<file path="src/hw/ifu_consts.svh">
// instruction fetch constants: bus widths, boot offset, debug entries and trap vector layout
`ifndef IFU_CONSTS_SVH
`define IFU_CONSTS_SVH

// address and data width of the fetch bus
`define IFU_XLEN 32

// one compressed parcel
`define IFU_HW 16

// low byte of the boot PC, upper bits come from boot_addr_i
`define IFU_BOOT_OFS 8'h80

// debug module entry points
`define IFU_DM_HALT_ADDR 32'h1A110800
`define IFU_DM_EXC_ADDR 32'h1A110808

// interrupt id width and mtvec base alignment for vectored mode
`define IFU_IRQ_ID_W 5
`define IFU_VEC_ALIGN 8

`endif

</file>
<file path="src/hw/ifu_pkg.sv">
// instruction fetch types: PC select encodings and the two views of a fetched word
`include "ifu_consts.svh"

package ifu_pkg;

  ////////////////////////////////////////
  // redirect selects
  ////////////////////////////////////////

  // source of the next fetch address
  typedef enum logic [2:0] {
    PC_BOOT = 3'd0,
    PC_JUMP = 3'd1,
    PC_EXC  = 3'd2,
    PC_ERET = 3'd3,
    PC_DRET = 3'd4
  } pc_sel_e;

  // trap vector source when PC_EXC is selected
  typedef enum logic [1:0] {
    EXC_PC_EXC     = 2'd0,
    EXC_PC_IRQ     = 2'd1,
    EXC_PC_DBD     = 2'd2,
    EXC_PC_DBG_EXC = 2'd3
  } exc_pc_sel_e;

  ////////////////////////////////////////
  // fetched word
  ////////////////////////////////////////

  // a word is either one full instruction or two 16-bit parcels
  typedef union packed {
    logic [`IFU_XLEN-1:0] word;
    struct packed {
      logic [`IFU_HW-1:0] hi;
      logic [`IFU_HW-1:0] lo;
    } half;
  } fetch_word_u;

endpackage

</file>
<file path="src/hw/ifu_pc_select.sv">
// next fetch address mux with trap vector selection and mtvec init on boot
`timescale 1ns/100ps
`include "ifu_consts.svh"

module ifu_pc_select import ifu_pkg::*; (
  input  logic                     pc_set_i,
  input  pc_sel_e                  pc_mux_i,
  input  exc_pc_sel_e              exc_pc_mux_i,
  input  logic [`IFU_IRQ_ID_W-1:0] exc_irq_id_i,
  input  logic [`IFU_XLEN-1:0]     boot_addr_i,
  input  logic [`IFU_XLEN-1:0]     branch_target_i,
  input  logic [`IFU_XLEN-1:0]     csr_mepc_i,
  input  logic [`IFU_XLEN-1:0]     csr_depc_i,
  input  logic [`IFU_XLEN-1:0]     csr_mtvec_i,
  output logic [`IFU_XLEN-1:0]     fetch_addr_n_o,
  output logic                     csr_mtvec_init_o
);

  logic [`IFU_XLEN-1:0] vec_base;
  logic [`IFU_XLEN-1:0] word_base;
  logic [`IFU_XLEN-1:0] irq_ofs;
  logic [`IFU_XLEN-1:0] exc_pc;

  // vectored mode base, low bits forced to zero
  assign vec_base  = {csr_mtvec_i[`IFU_XLEN-1:`IFU_VEC_ALIGN], {`IFU_VEC_ALIGN{1'b0}}};
  // direct mode only drops the mode bits
  assign word_base = {csr_mtvec_i[`IFU_XLEN-1:2], 2'b00};
  // one 4-byte slot per interrupt id
  assign irq_ofs   = {{(`IFU_XLEN-`IFU_IRQ_ID_W-2){1'b0}}, exc_irq_id_i, 2'b00};

  ////////////////////////////////////////
  // trap vector
  ////////////////////////////////////////

  always_comb begin
    unique case (exc_pc_mux_i)
      EXC_PC_EXC:     exc_pc = csr_mtvec_i[0] ? vec_base : word_base;
      // only interrupts take the per-id slot in vectored mode
      EXC_PC_IRQ:     exc_pc = csr_mtvec_i[0] ? (vec_base + irq_ofs) : word_base;
      EXC_PC_DBD:     exc_pc = `IFU_DM_HALT_ADDR;
      EXC_PC_DBG_EXC: exc_pc = `IFU_DM_EXC_ADDR;
      default:        exc_pc = word_base;
    endcase
  end

  ////////////////////////////////////////
  // fetch address
  ////////////////////////////////////////

  always_comb begin
    unique case (pc_mux_i)
      PC_BOOT: fetch_addr_n_o = {boot_addr_i[`IFU_XLEN-1:8], `IFU_BOOT_OFS};
      PC_JUMP: fetch_addr_n_o = branch_target_i;
      PC_EXC:  fetch_addr_n_o = exc_pc;
      // return from trap handler
      PC_ERET: fetch_addr_n_o = csr_mepc_i;
      // return from debug mode
      PC_DRET: fetch_addr_n_o = csr_depc_i;
      default: fetch_addr_n_o = {boot_addr_i[`IFU_XLEN-1:8], `IFU_BOOT_OFS};
    endcase
  end

  // CSR file loads mtvec from the boot address on the boot redirect
  assign csr_mtvec_init_o = pc_set_i & (pc_mux_i == PC_BOOT);

endmodule

</file>
<file path="src/hw/ifu_fetch_buffer.sv">
// word fetch over req/gnt/rvalid with halfword realignment into 16/32-bit instructions
`timescale 1ns/100ps
`include "ifu_consts.svh"

module ifu_fetch_buffer import ifu_pkg::*; (
  input  logic                 clk_i,
  input  logic                 rst_ni,
  input  logic                 req_i,
  input  logic                 pc_set_i,
  input  logic [`IFU_XLEN-1:0] fetch_addr_n_i,
  input  logic                 fetch_ready_i,
  input  logic                 instr_gnt_i,
  input  logic                 instr_rvalid_i,
  input  logic                 instr_err_i,
  input  logic [`IFU_XLEN-1:0] instr_rdata_i,
  output logic                 instr_req_o,
  output logic [`IFU_XLEN-1:0] instr_addr_o,
  output logic                 fetch_valid_o,
  output fetch_word_u          fetch_rdata_o,
  output logic [`IFU_XLEN-1:0] fetch_addr_o,
  output logic                 fetch_err_o,
  output logic                 busy_o
);

  // bus transaction state, one outstanding at most
  logic                 req_q, req_d;
  logic                 pending_q, pending_d;
  logic                 drop_q, drop_d;
  logic                 bus_free;
  logic                 launch;
  logic [`IFU_XLEN-1:0] req_addr_q;

  // next word to fetch and PC of the instruction in front
  logic [`IFU_XLEN-1:0] addr_q, addr_d;
  logic [`IFU_XLEN-1:0] pc_q, pc_d;

  // one-word store, plus the low half of a straddling instruction
  fetch_word_u          word_q, word_d;
  logic                 word_vld_q, word_vld_d;
  logic                 word_err_q, word_err_d;
  logic [`IFU_HW-1:0]   half_q, half_d;
  logic                 half_vld_q, half_vld_d;
  logic                 err_stop_q, err_stop_d;

  logic [`IFU_HW-1:0]   parcel;
  logic                 parcel_c;
  logic                 split;
  logic                 xfer;
  logic                 rx;

  ////////////////////////////////////////
  // instruction output
  ////////////////////////////////////////

  // first parcel of the instruction at pc_q
  always_comb begin
    if (half_vld_q) begin
      parcel = half_q;
    end else if (pc_q[1]) begin
      parcel = word_q.half.hi;
    end else begin
      parcel = word_q.half.lo;
    end
  end

  // low bits other than 11 mark a compressed parcel
  assign parcel_c = (parcel[1:0] != 2'b11);

  // full instruction at offset 2, park its low half and fetch the next word
  // an errored word is handed out as is, its parcels cannot be trusted
  assign split = ~half_vld_q & word_vld_q & pc_q[1] & ~parcel_c & ~word_err_q;

  // a straddle needs both halves, so word_vld_q covers both cases
  assign fetch_valid_o = word_vld_q & ~split;
  assign fetch_addr_o  = pc_q;
  assign fetch_err_o   = word_err_q;

  always_comb begin
    fetch_rdata_o = word_q;
    if (half_vld_q) begin
      // joined instruction, upper half comes from the newer word
      fetch_rdata_o.half.lo = half_q;
      fetch_rdata_o.half.hi = word_q.half.lo;
    end else if (pc_q[1]) begin
      fetch_rdata_o.half.lo = word_q.half.hi;
      fetch_rdata_o.half.hi = '0;
    end
  end

  assign xfer = fetch_valid_o & fetch_ready_i;
  // accepted response, stale ones are dropped
  assign rx   = instr_rvalid_i & ~drop_q & ~pc_set_i;

  ////////////////////////////////////////
  // store and PC update
  ////////////////////////////////////////

  always_comb begin
    pc_d       = pc_q;
    addr_d     = addr_q;
    word_d     = word_q;
    word_vld_d = word_vld_q;
    word_err_d = word_err_q;
    half_d     = half_q;
    half_vld_d = half_vld_q;
    err_stop_d = err_stop_q;
    drop_d     = drop_q;
    if (pc_set_i) begin
      // redirect flushes everything queued
      pc_d       = {fetch_addr_n_i[`IFU_XLEN-1:1], 1'b0};
      addr_d     = {fetch_addr_n_i[`IFU_XLEN-1:2], 2'b00};
      word_vld_d = 1'b0;
      half_vld_d = 1'b0;
      err_stop_d = 1'b0;
      // anything still on the bus belongs to the old stream
      drop_d     = req_q | (pending_q & ~instr_rvalid_i);
    end else begin
      if (instr_rvalid_i) begin
        drop_d = 1'b0;
      end
      if (xfer) begin
        pc_d       = pc_q + (parcel_c ? 32'd2 : 32'd4);
        half_vld_d = 1'b0;
        // word is used up unless a second parcel remains in it
        if (~half_vld_q & (pc_q[1] | ~parcel_c)) begin
          word_vld_d = 1'b0;
        end
      end else if (split) begin
        half_d     = word_q.half.hi;
        half_vld_d = 1'b1;
        word_vld_d = 1'b0;
      end
      // rx only happens with an empty store
      if (rx) begin
        word_d     = instr_rdata_i;
        word_vld_d = 1'b1;
        word_err_d = instr_err_i;
        addr_d     = addr_q + 32'd4;
        // no prefetch past a bus error
        err_stop_d = err_stop_q | instr_err_i;
      end
    end
  end

  ////////////////////////////////////////
  // bus requests
  ////////////////////////////////////////

  // bus idle from next cycle on
  assign bus_free = ~req_q & (~pending_q | instr_rvalid_i);
  // only fetch into an empty store
  assign launch   = bus_free & req_i & ~err_stop_d & ~word_vld_d;

  assign req_d     = (req_q & ~instr_gnt_i) | launch;
  assign pending_d = (pending_q & ~instr_rvalid_i) | (req_q & instr_gnt_i);

  assign instr_req_o  = req_q;
  assign instr_addr_o = req_addr_q;
  assign busy_o       = req_q | pending_q;

  always_ff @(posedge clk_i or negedge rst_ni) begin
    if (!rst_ni) begin
      req_q      <= 1'b0;
      pending_q  <= 1'b0;
      drop_q     <= 1'b0;
      word_vld_q <= 1'b0;
      half_vld_q <= 1'b0;
      err_stop_q <= 1'b0;
    end else begin
      req_q      <= req_d;
      pending_q  <= pending_d;
      drop_q     <= drop_d;
      word_vld_q <= word_vld_d;
      half_vld_q <= half_vld_d;
      err_stop_q <= err_stop_d;
    end
  end

  always_ff @(posedge clk_i) begin
    pc_q       <= pc_d;
    addr_q     <= addr_d;
    word_q     <= word_d;
    word_err_q <= word_err_d;
    half_q     <= half_d;
    // address is frozen for the whole request
    if (launch) begin
      req_addr_q <= addr_d;
    end
  end

endmodule

</file>
<file path="src/hw/ifu_id_reg.sv">
// compressed classification and the IF-ID pipeline register with valid and new flags
`timescale 1ns/100ps
`include "ifu_consts.svh"

module ifu_id_reg import ifu_pkg::*; (
  input  logic                 clk_i,
  input  logic                 rst_ni,
  input  logic                 fetch_valid_i,
  input  fetch_word_u          fetch_rdata_i,
  input  logic [`IFU_XLEN-1:0] fetch_addr_i,
  input  logic                 fetch_err_i,
  input  logic                 id_in_ready_i,
  input  logic                 pc_set_i,
  input  logic                 instr_valid_clear_i,
  output logic                 fetch_ready_o,
  output logic                 instr_valid_id_o,
  output logic                 instr_new_id_o,
  output logic [`IFU_XLEN-1:0] instr_rdata_id_o,
  output logic                 instr_is_compressed_id_o,
  output logic                 illegal_c_insn_id_o,
  output logic                 instr_fetch_err_o,
  output logic [`IFU_XLEN-1:0] pc_id_o
);

  logic                 xfer;
  logic                 is_c;
  logic                 illegal_c;
  logic [`IFU_XLEN-1:0] instr_word;
  logic                 valid_q, valid_d;
  logic                 new_q;

  assign fetch_ready_o = id_in_ready_i;
  assign xfer          = fetch_valid_i & id_in_ready_i;

  ////////////////////////////////////////
  // classification
  ////////////////////////////////////////

  assign is_c      = (fetch_rdata_i.word[1:0] != 2'b11);
  // all-zero parcel is the defined illegal compressed encoding
  assign illegal_c = is_c & (fetch_rdata_i.word[`IFU_HW-1:0] == '0);

  // ID gets the raw parcel, upper half cleared for compressed
  assign instr_word = is_c ?
                      {{(`IFU_XLEN-`IFU_HW){1'b0}}, fetch_rdata_i.word[`IFU_HW-1:0]} :
                      fetch_rdata_i.word;

  ////////////////////////////////////////
  // valid and new flags
  ////////////////////////////////////////

  // redirect squashes the entry arriving with it
  // valid holds until ID clears it
  assign valid_d = (xfer & ~pc_set_i) | (valid_q & ~instr_valid_clear_i);

  always_ff @(posedge clk_i or negedge rst_ni) begin
    if (!rst_ni) begin
      valid_q <= 1'b0;
      new_q   <= 1'b0;
    end else begin
      valid_q <= valid_d;
      new_q   <= xfer;
    end
  end

  assign instr_valid_id_o = valid_q;
  assign instr_new_id_o   = new_q;

  // pipeline payload, loaded on every transfer
  always_ff @(posedge clk_i) begin
    if (xfer) begin
      instr_rdata_id_o         <= instr_word;
      instr_is_compressed_id_o <= is_c;
      illegal_c_insn_id_o      <= illegal_c;
      instr_fetch_err_o        <= fetch_err_i;
      pc_id_o                  <= fetch_addr_i;
    end
  end

endmodule

</file>
<file path="src/hw/ifu_pc_check.sv">
// sequential PC checker, flags ID entries that do not follow the previous one by 2 or 4
`timescale 1ns/100ps
`include "ifu_consts.svh"

module ifu_pc_check (
  input  logic                 clk_i,
  input  logic                 rst_ni,
  input  logic                 instr_new_id_i,
  input  logic                 pc_set_i,
  input  logic                 instr_is_compressed_id_i,
  input  logic [`IFU_XLEN-1:0] pc_id_i,
  output logic                 pc_mismatch_alert_o
);

  logic                 armed_q, armed_d;
  logic                 set_q;
  logic [`IFU_XLEN-1:0] next_pc_q;

  // entry right after a redirect cycle was squashed and must not arm
  // error entries halt fetch, so only a redirect follows them
  assign armed_d = ~pc_set_i & (armed_q | (instr_new_id_i & ~set_q));

  always_ff @(posedge clk_i or negedge rst_ni) begin
    if (!rst_ni) begin
      armed_q <= 1'b0;
      set_q   <= 1'b0;
    end else begin
      armed_q <= armed_d;
      set_q   <= pc_set_i;
    end
  end

  // expected PC of the following entry
  always_ff @(posedge clk_i) begin
    if (instr_new_id_i) begin
      next_pc_q <= pc_id_i + (instr_is_compressed_id_i ? 32'd2 : 32'd4);
    end
  end

  assign pc_mismatch_alert_o = armed_q & instr_new_id_i & (pc_id_i != next_pc_q);

endmodule

</file>
<file path="src/hw/ifu_top.sv">
// instruction fetch stage top: PC select, fetch buffer, IF-ID register and PC checker
`timescale 1ns/100ps
`include "ifu_consts.svh"

module ifu_top import ifu_pkg::*; (
  input  logic                     clk_i,
  input  logic                     rst_ni,
  input  logic                     req_i,
  input  logic [`IFU_XLEN-1:0]     boot_addr_i,
  // redirect control
  input  logic                     pc_set_i,
  input  pc_sel_e                  pc_mux_i,
  input  exc_pc_sel_e              exc_pc_mux_i,
  input  logic [`IFU_IRQ_ID_W-1:0] exc_irq_id_i,
  input  logic [`IFU_XLEN-1:0]     branch_target_i,
  input  logic [`IFU_XLEN-1:0]     csr_mepc_i,
  input  logic [`IFU_XLEN-1:0]     csr_depc_i,
  input  logic [`IFU_XLEN-1:0]     csr_mtvec_i,
  output logic                     csr_mtvec_init_o,
  // instruction bus
  output logic                     instr_req_o,
  output logic [`IFU_XLEN-1:0]     instr_addr_o,
  input  logic                     instr_gnt_i,
  input  logic                     instr_rvalid_i,
  input  logic [`IFU_XLEN-1:0]     instr_rdata_i,
  input  logic                     instr_err_i,
  // ID stage
  input  logic                     id_in_ready_i,
  input  logic                     instr_valid_clear_i,
  output logic                     instr_valid_id_o,
  output logic                     instr_new_id_o,
  output logic [`IFU_XLEN-1:0]     instr_rdata_id_o,
  output logic                     instr_is_compressed_id_o,
  output logic                     illegal_c_insn_id_o,
  output logic                     instr_fetch_err_o,
  output logic [`IFU_XLEN-1:0]     pc_id_o,
  output logic                     pc_mismatch_alert_o,
  output logic                     if_busy_o
);

  logic [`IFU_XLEN-1:0] fetch_addr_n;
  logic                 fetch_valid;
  logic                 fetch_ready;
  fetch_word_u          fetch_rdata;
  logic [`IFU_XLEN-1:0] fetch_addr;
  logic                 fetch_err;

  ifu_pc_select u_pc_select (
    .pc_set_i         (pc_set_i),
    .pc_mux_i         (pc_mux_i),
    .exc_pc_mux_i     (exc_pc_mux_i),
    .exc_irq_id_i     (exc_irq_id_i),
    .boot_addr_i      (boot_addr_i),
    .branch_target_i  (branch_target_i),
    .csr_mepc_i       (csr_mepc_i),
    .csr_depc_i       (csr_depc_i),
    .csr_mtvec_i      (csr_mtvec_i),
    .fetch_addr_n_o   (fetch_addr_n),
    .csr_mtvec_init_o (csr_mtvec_init_o)
  );

  ifu_fetch_buffer u_fetch_buffer (
    .clk_i          (clk_i),
    .rst_ni         (rst_ni),
    .req_i          (req_i),
    .pc_set_i       (pc_set_i),
    .fetch_addr_n_i (fetch_addr_n),
    .fetch_ready_i  (fetch_ready),
    .instr_gnt_i    (instr_gnt_i),
    .instr_rvalid_i (instr_rvalid_i),
    .instr_err_i    (instr_err_i),
    .instr_rdata_i  (instr_rdata_i),
    .instr_req_o    (instr_req_o),
    .instr_addr_o   (instr_addr_o),
    .fetch_valid_o  (fetch_valid),
    .fetch_rdata_o  (fetch_rdata),
    .fetch_addr_o   (fetch_addr),
    .fetch_err_o    (fetch_err),
    .busy_o         (if_busy_o)
  );

  ifu_id_reg u_id_reg (
    .clk_i                    (clk_i),
    .rst_ni                   (rst_ni),
    .fetch_valid_i            (fetch_valid),
    .fetch_rdata_i            (fetch_rdata),
    .fetch_addr_i             (fetch_addr),
    .fetch_err_i              (fetch_err),
    .id_in_ready_i            (id_in_ready_i),
    .pc_set_i                 (pc_set_i),
    .instr_valid_clear_i      (instr_valid_clear_i),
    .fetch_ready_o            (fetch_ready),
    .instr_valid_id_o         (instr_valid_id_o),
    .instr_new_id_o           (instr_new_id_o),
    .instr_rdata_id_o         (instr_rdata_id_o),
    .instr_is_compressed_id_o (instr_is_compressed_id_o),
    .illegal_c_insn_id_o      (illegal_c_insn_id_o),
    .instr_fetch_err_o        (instr_fetch_err_o),
    .pc_id_o                  (pc_id_o)
  );

  ifu_pc_check u_pc_check (
    .clk_i                    (clk_i),
    .rst_ni                   (rst_ni),
    .instr_new_id_i           (instr_new_id_o),
    .pc_set_i                 (pc_set_i),
    .instr_is_compressed_id_i (instr_is_compressed_id_o),
    .pc_id_i                  (pc_id_o),
    .pc_mismatch_alert_o      (pc_mismatch_alert_o)
  );

endmodule

</file>
<file path="config.mk">
export PLATFORM = sky130hd
export DESIGN_NAME = ifu_top
export DESIGN_NICKNAME = d
export VERILOG_FILES = /design/src/hw/ifu_pkg.sv /design/src/hw/ifu_pc_select.sv /design/src/hw/ifu_fetch_buffer.sv /design/src/hw/ifu_id_reg.sv /design/src/hw/ifu_pc_check.sv /design/src/hw/ifu_top.sv
export VERILOG_INCLUDE_DIRS = /design/src /design/src/hw
export SDC_FILE = /design/constraint.sdc
export NUM_CORES = 1
export LEC_CHECK = 0
export BUFFER_PORTS_ARGS = -buffer_cell sky130_fd_sc_hd__buf_2
export CORE_MARGIN = 8
export CORE_UTILIZATION = 54
export CTS_CLUSTER_SIZE = 12
export DETAILED_ROUTE_END_ITERATION = 16
export HOLD_SLACK_MARGIN = 0.06
export PLACE_DENSITY = 0.91
export SLEW_MARGIN = 10
export SYNTH_ARGS = -nofsm -noshare
export SYNTH_HDL_FRONTEND = slang
export SYNTH_SLANG_ARGS = --single-unit
</file>
<file path="constraint.sdc">
create_clock -name clk_i -period 5 [get_ports clk_i]
set_clock_uncertainty 0.15 [all_clocks]
set_input_delay 1 -clock clk_i [delete_from_list [all_inputs] [get_ports clk_i]]
set_output_delay 1 -clock clk_i [all_outputs]
set_load 0.01 [all_outputs]
</file>
After elaboration in Yosys (flattened, before gate mapping):

Cells that the tools add are included.

* register bits after elaboration: 254
* output and inout bits: 105
* input port bits: 211
* word-level logic and storage cells: 120

* eq/ne operators: 10
* reduce and logical (&&, ||, !) cells: 8
* $add $sub $neg: 4
* muxes and demuxes: 26
* bitwise operators: 48

Operators with widths (number)
* $pmux W32 S4: 2
* $mux W32: 7
* $add A32 B32 Y32: 2
* $add A32 B3 Y32 const B: 1
* $add A32 B7 Y32: 1
* $ne A32 B32 Y1: 1
* $and A1 B1 Y1: 24
* $logic_not A16 Y1: 1
* $not A1 Y1: 15
* $mux W1: 12
* $or A1 B1 Y1: 9
* $mux W8: 1
* $eq A3 B2 Y1 const B: 2
* $mux W3: 2
* $eq A2 B2 Y1 const B: 2
* $mux W2: 2
* $ne A2 B2 Y1 const B: 2
* $reduce_bool A2 Y1: 2
* $eq A3 B1 Y1 const B: 1
* $eq A3 B3 Y1 const B: 1
* $logic_not A3 Y1: 1
* $reduce_and A3 Y1: 1
* $reduce_bool A3 Y1: 1
* $eq A2 B1 Y1 const B: 1
* other kinds (2): 2

Longest topological paths before layout:

* word-level depth: 15
* depth in mapped cells: 13
* depth with buffers taken out: 10

Modules after synthesis:

Synthesis repeated with hierarchy kept, for this count alone.

* cell total of the unflattened synthesis: 1091
* area, all modules: 12565.8 um^2

By module, submodules not included
* ifu_fetch_buffer: sequential area each 4154.0 um^2, instances 1, area an instance 7074.3 um^2, cells each 609
* ifu_id_reg: sequential area each 2062.0 um^2, instances 1, area an instance 2235.9 um^2, cells each 98
* ifu_pc_check: sequential area each 1011.0 um^2, instances 1, area an instance 1998.2 um^2, cells each 167
* ifu_pc_select: sequential area each 0.0 um^2, instances 1, area an instance 1257.5 um^2, cells each 217

Worst setup path after synthesis:

No wires, ideal clock.

* path kind: flip-flop to flip-flop
* from: register u_fetch_buffer.pc_q[1] (netlist: u_fetch_buffer.fetch_addr_o[1])
* to: register u_id_reg.illegal_c_insn_id_o, enable pin
* required time: 4.359 ns
* cell stages (with the launch flop): 6
* arrival time: 3.918 ns
* path buffers: 1
* slack: 0.440 ns
* library setup time: 0.491 ns
* period minus slack after synthesis: 4.560 ns
* cell sequence: edfxtp_1 > buf_2 > mux2i_1 > o21ai_1 > and3_1 > nor2_1

* longest elaborated chain between the ends: 9
* elaborated cells between the ends (all ways): 10
* classes of those cells: eq/ne: 1; mux: 2; bitwise: 7

Ends and longest elaborated chain
* start, declared: line ifu_fetch_buffer.sv:35 `` logic [`IFU_XLEN-1:0] pc_q, pc_d; ``
* start signal, assigned: line ifu_fetch_buffer.sv:180 `pc_q <= pc_d;`
* $mux W2: line ifu_fetch_buffer.sv:59 `end else if (pc_q[1]) begin`
* $mux W2: line ifu_fetch_buffer.sv:57 `if (half_vld_q) begin`
* $ne A2 B2 Y1: line ifu_fetch_buffer.sv:67 `assign parcel_c = (parcel[1:0] != 2'b11);`
* $not A1 Y1: line ifu_fetch_buffer.sv:71 `assign split = ~half_vld_q & word_vld_q & pc_q[1] & ~parcel_c & ~word_err_q;`
* $and A1 B1 Y1 (*) (2 in series): line ifu_fetch_buffer.sv:71
* $not A1 Y1 (*): line ifu_fetch_buffer.sv:74 `assign fetch_valid_o = word_vld_q & ~split;`
* $and A1 B1 Y1 (*): line ifu_fetch_buffer.sv:74
* $and A1 B1 Y1 (*)
* via u_fetch_buffer.xfer: line ifu_fetch_buffer.sv:48 `logic xfer;`
* end signal, assigned: line ifu_id_reg.sv:74 `illegal_c_insn_id_o <= illegal_c;`
* end, declared: line ifu_id_reg.sv:20 `output logic illegal_c_insn_id_o,`

The timed path passes the listed nets; every way through them passes the cells marked *.
A chain may end at the register's enable or synchronous reset.

Worst setup path in the final report:

* from: register u_fetch_buffer.half_vld_q
* to: register u_fetch_buffer.pc_q[21] (netlist: u_fetch_buffer.fetch_addr_o[21]) (data pin)

* longest elaborated chain between the ends: 6

Ends and longest elaborated chain
* start, declared: line ifu_fetch_buffer.sv:42 `logic half_vld_q, half_vld_d;`
* start signal, assigned: line ifu_fetch_buffer.sv:174 `half_vld_q <= half_vld_d;`
* $mux W2: line ifu_fetch_buffer.sv:57
* $ne A2 B2 Y1: line ifu_fetch_buffer.sv:67
* $mux W3: line ifu_fetch_buffer.sv:122 `pc_d = pc_q + (parcel_c ? 32'd2 : 32'd4);`
* $add A32 B32 Y32: line ifu_fetch_buffer.sv:122
* $mux W32: line ifu_fetch_buffer.sv:121 `if (xfer) begin`
* $mux W32: line ifu_fetch_buffer.sv:108 `if (pc_set_i) begin`
* via u_fetch_buffer.pc_d[21]: line ifu_fetch_buffer.sv:35

The timed path passes the listed nets, and every way through them passes these cells. The select of a mux whose other input is x is not followed.

==> metrics.txt <==
CTS tree built; hpwl dp 29300 microns; initial antenna violation count 2; Worst setup SP type flop; CP endpoint kind flop; number of flops mapped to enable cells by yosys 209; Yosys warnings 0; measured slew at the worst slew-check pin 1050 ps; DRC Markers 0; R2R Path Start u_fetch_buffer.half_vld_q; clock transition at the registers of the reported paths 60 ps; Synth top area share 0.498; critical path, cell by cell nand2_1 > o21ai_1 > nand2_1 > buf_4 > fa_1 > and4b_1 > nand2_1 > o311ai_0 > o211ai_1; total track usage 0.261; Cell Area, Synth 12600 sq um; Max-Slew Margin vs Limit 0.300; first-pass GRT wire length 58800 microns; worst-skew pair later-pin latency 520 ps; synth cell count leaders 209 x edfxtp_1, 63 x nand2_1, 61 x nor2_1; leakage 5.63 nW; routability cong. 0.918; final setup fails 0; Seq/Total Area, Yosys 0.569; count of final hold-check violations 0; top_reg_cell synth edfxtp_1; Critical Setup Path Class flop to flop; Wirelength per Cell 22.7 microns; Clock power frac 0.332; Final ANT Viol Nets 0; Crit Path Max Fanout 29; outcome completed; area added between synthesis and finish 19.9%; Critical Path RT 5090 ps; Die Y 169 microns; CP arrival 3970 ps; Iteration-0 DRC Markers 988; RSZ-0062 raised after global routing no; Synth area leaders edfxtp_1 50%, dfxtp_1 5.1%, xnor2_1 4.0%; critical path's top delay family simple AND/OR/NAND/NOR gates; delay of the slowest critical-path stage 910 ps; proportion of layout cells with a drive suffix above 1 0.276; power share of the combinational group 0.151; Mapped Cells 1085; sequential share of power 0.517; Post-Syn Area per Cell approximately 12 sq um; sw power approximately 0.0014 W; Max-Cap Viols 0; pin count of the biggest net entering global routing 66; post-layout min period 3880 ps; area of the multi-input gates 5050 sq um; WP buf/inv 1; CTS Hold Bufs 0; IO Pins between 300 and 400; largest area contributor in the netlist edfxtp_1; pwr dens 342 nW/um^2; die area 28500 sq um; area occupied by registers 7170 sq um; Min Hold Slack 203 ps; clock sink total 251; Total Power 0.00516 W; htree depth 1; most frequent cell on the critical path nand2_1; fill count 1724; GRT overflow 0; clock buffer count from CTS 25; Sw Ratio 0.266; fraction of registers with async set/reset 0.0398; Initial Util 0.543; count leader, synth edfxtp_1; drt pass-1 iters 7; syn_nets 1304; Final Max Slew Viols 0; Internal 0.00379 W; CP Launch Point u_fetch_buffer.half_vld_q; IO Port Bufs around 300; vias per cell around 6; Tcrit/Tclk final 0.775; slowest CP cell dfrtp_1; postcts setup bufs 0; Clock Path Buffers 3; final wirelength 38700 microns; PostCTS Resize Cnt 0; Die Wd approximately 170 microns; via count between 10000 and 15000; total core area roughly 23000 sq um; number of distinct library cells after synthesis 83; hold crit path type primary input to asynchronous set/reset pin; num rows 56; Root Buffer clkbuf_16; Yosys reg bits 251; Nets 1583; Setup Total Neg Slack 0 ps; maximum VDD drop 0.000194 V; Max Clk Rate ~260 MHz; vias in the first global route 10585
==> path summary, 6_finish.rpt <==
check,endpoint,slack [ps],cells past startpoint
worst max-delay path,u_fetch_buffer.fetch_addr_o[21],1120,9
min in group clk_i,u_fetch_buffer.addr_q[0],320,1
worst min register to register,u_fetch_buffer.addr_q[0],320,1
worst min-delay path,u_fetch_buffer.err_stop_q,200,1
max in group asynchronous,u_fetch_buffer.word_vld_q,4270,1
worst max register to register,u_fetch_buffer.fetch_addr_o[21],1120,9
==> cell usage in the layout (no fill, tap or decap), types with 25 or more instances in the layout <==
cell       count
dfxtp_1       32
edfxtp_1     209
nand2_1       63
o21ai_0       43
o211ai_1      26
buf_2        302
nor2_1        59
nand4_1       45
inv_1         33
xnor2_1       58
clkbuf_16     25
nand3_1       43
==> power by group through the flow <==
stage / Clock, W / Combinational [W] / Sequential [W]
after global placement: 0 / 0.000744 / 0.00269
after floorplan: 0 / 0.000424 / 0.00270
after detailed placement: 0 / 0.000768 / 0.00270
after CTS: 0.00173 / 0.000776 / 0.00266
final: 0.00171 / 0.000778 / 0.00267
after global routing: 0.00181 / 0.000841 / 0.00269
==> routing by layer <==
layer | up-vias | GRT usage | share of wire
met3 | 105 | 0.0489 | 0.077
met4 | 0 | 0.135 | 0.052
met1 | 4948 | 0.304 | 0.37
met5 | - | 0 | 0
li1 | 4757 | - | -
met2 | 580 | 0.455 | 0.50
==> worst reg2reg max path, stage by stage, from the launching register on <==
cell and delay, ps:
dfrtp_1 910, nand2_1 110, o21ai_1 280, nand2_1 150
buf_4 250, fa_1 490, and4b_1 470, nand2_1 230
o311ai_0 420, o211ai_1 150
==> flip-flops by register name, indices dropped and copies added (netlist names), 16 cells and up <==
| name | count |
|---|---|
| u_fetch_buffer.addr_q | 32 |
| u_fetch_buffer.fetch_addr_o | 31 |
| u_fetch_buffer.half_q | 16 |
| u_fetch_buffer.instr_addr_o | 32 |
| u_fetch_buffer.word_q | 32 |
| u_id_reg.instr_rdata_id_o | 32 |
| u_id_reg.pc_id_o | 31 |
| u_pc_check.next_pc_q | 31 |
==> cell families (layout without fill, tap and decap cells) <==
| group | count (synthesis) | count (layout) | share of synthesized area |
|---|---|---|---|
| flip-flops | 251 | 251 | 0.569 |
| adder cells (fa/ha/maj) | 8 | 8 | 0.00914 |
| XOR/XNOR | 80 | 80 | 0.0556 |
| AO/OA/AOI/OAI | 224 | 224 | 0.125 |
| other | 1 | 3 | 0.000298 |
| multiplexers | 24 | 24 | 0.0224 |
| AND/OR/NAND/NOR | 400 | 400 | 0.187 |
| buffers and inverters | 97 | 395 | 0.0321 |
==> cell type report <==
class                           count  share of cell area
Sequential cell                   251               0.475
Clock buffer                       43              0.0479
Inverter                           34             0.00862
Timing Repair Buffer              315               0.107
Tap cell                          319              0.0264
Multi-Input combinational cell    737               0.334
Clock inverter                      3             0.00116
Antenna cell                        2            0.000331
==> metrics by stage <==
stage	setup slack, ps	area (sq um)	util	cells
floorplan	440	12600	-	1085
global route	766	15100	0.651	1704
detailed placement	1180	14400	0.619	1656
global placement	1350	14400	0.619	1656
CTS	1150	15100	0.651	1702
finish	1120	15100	0.651	1704
Power figures use the tool's default switching activity.
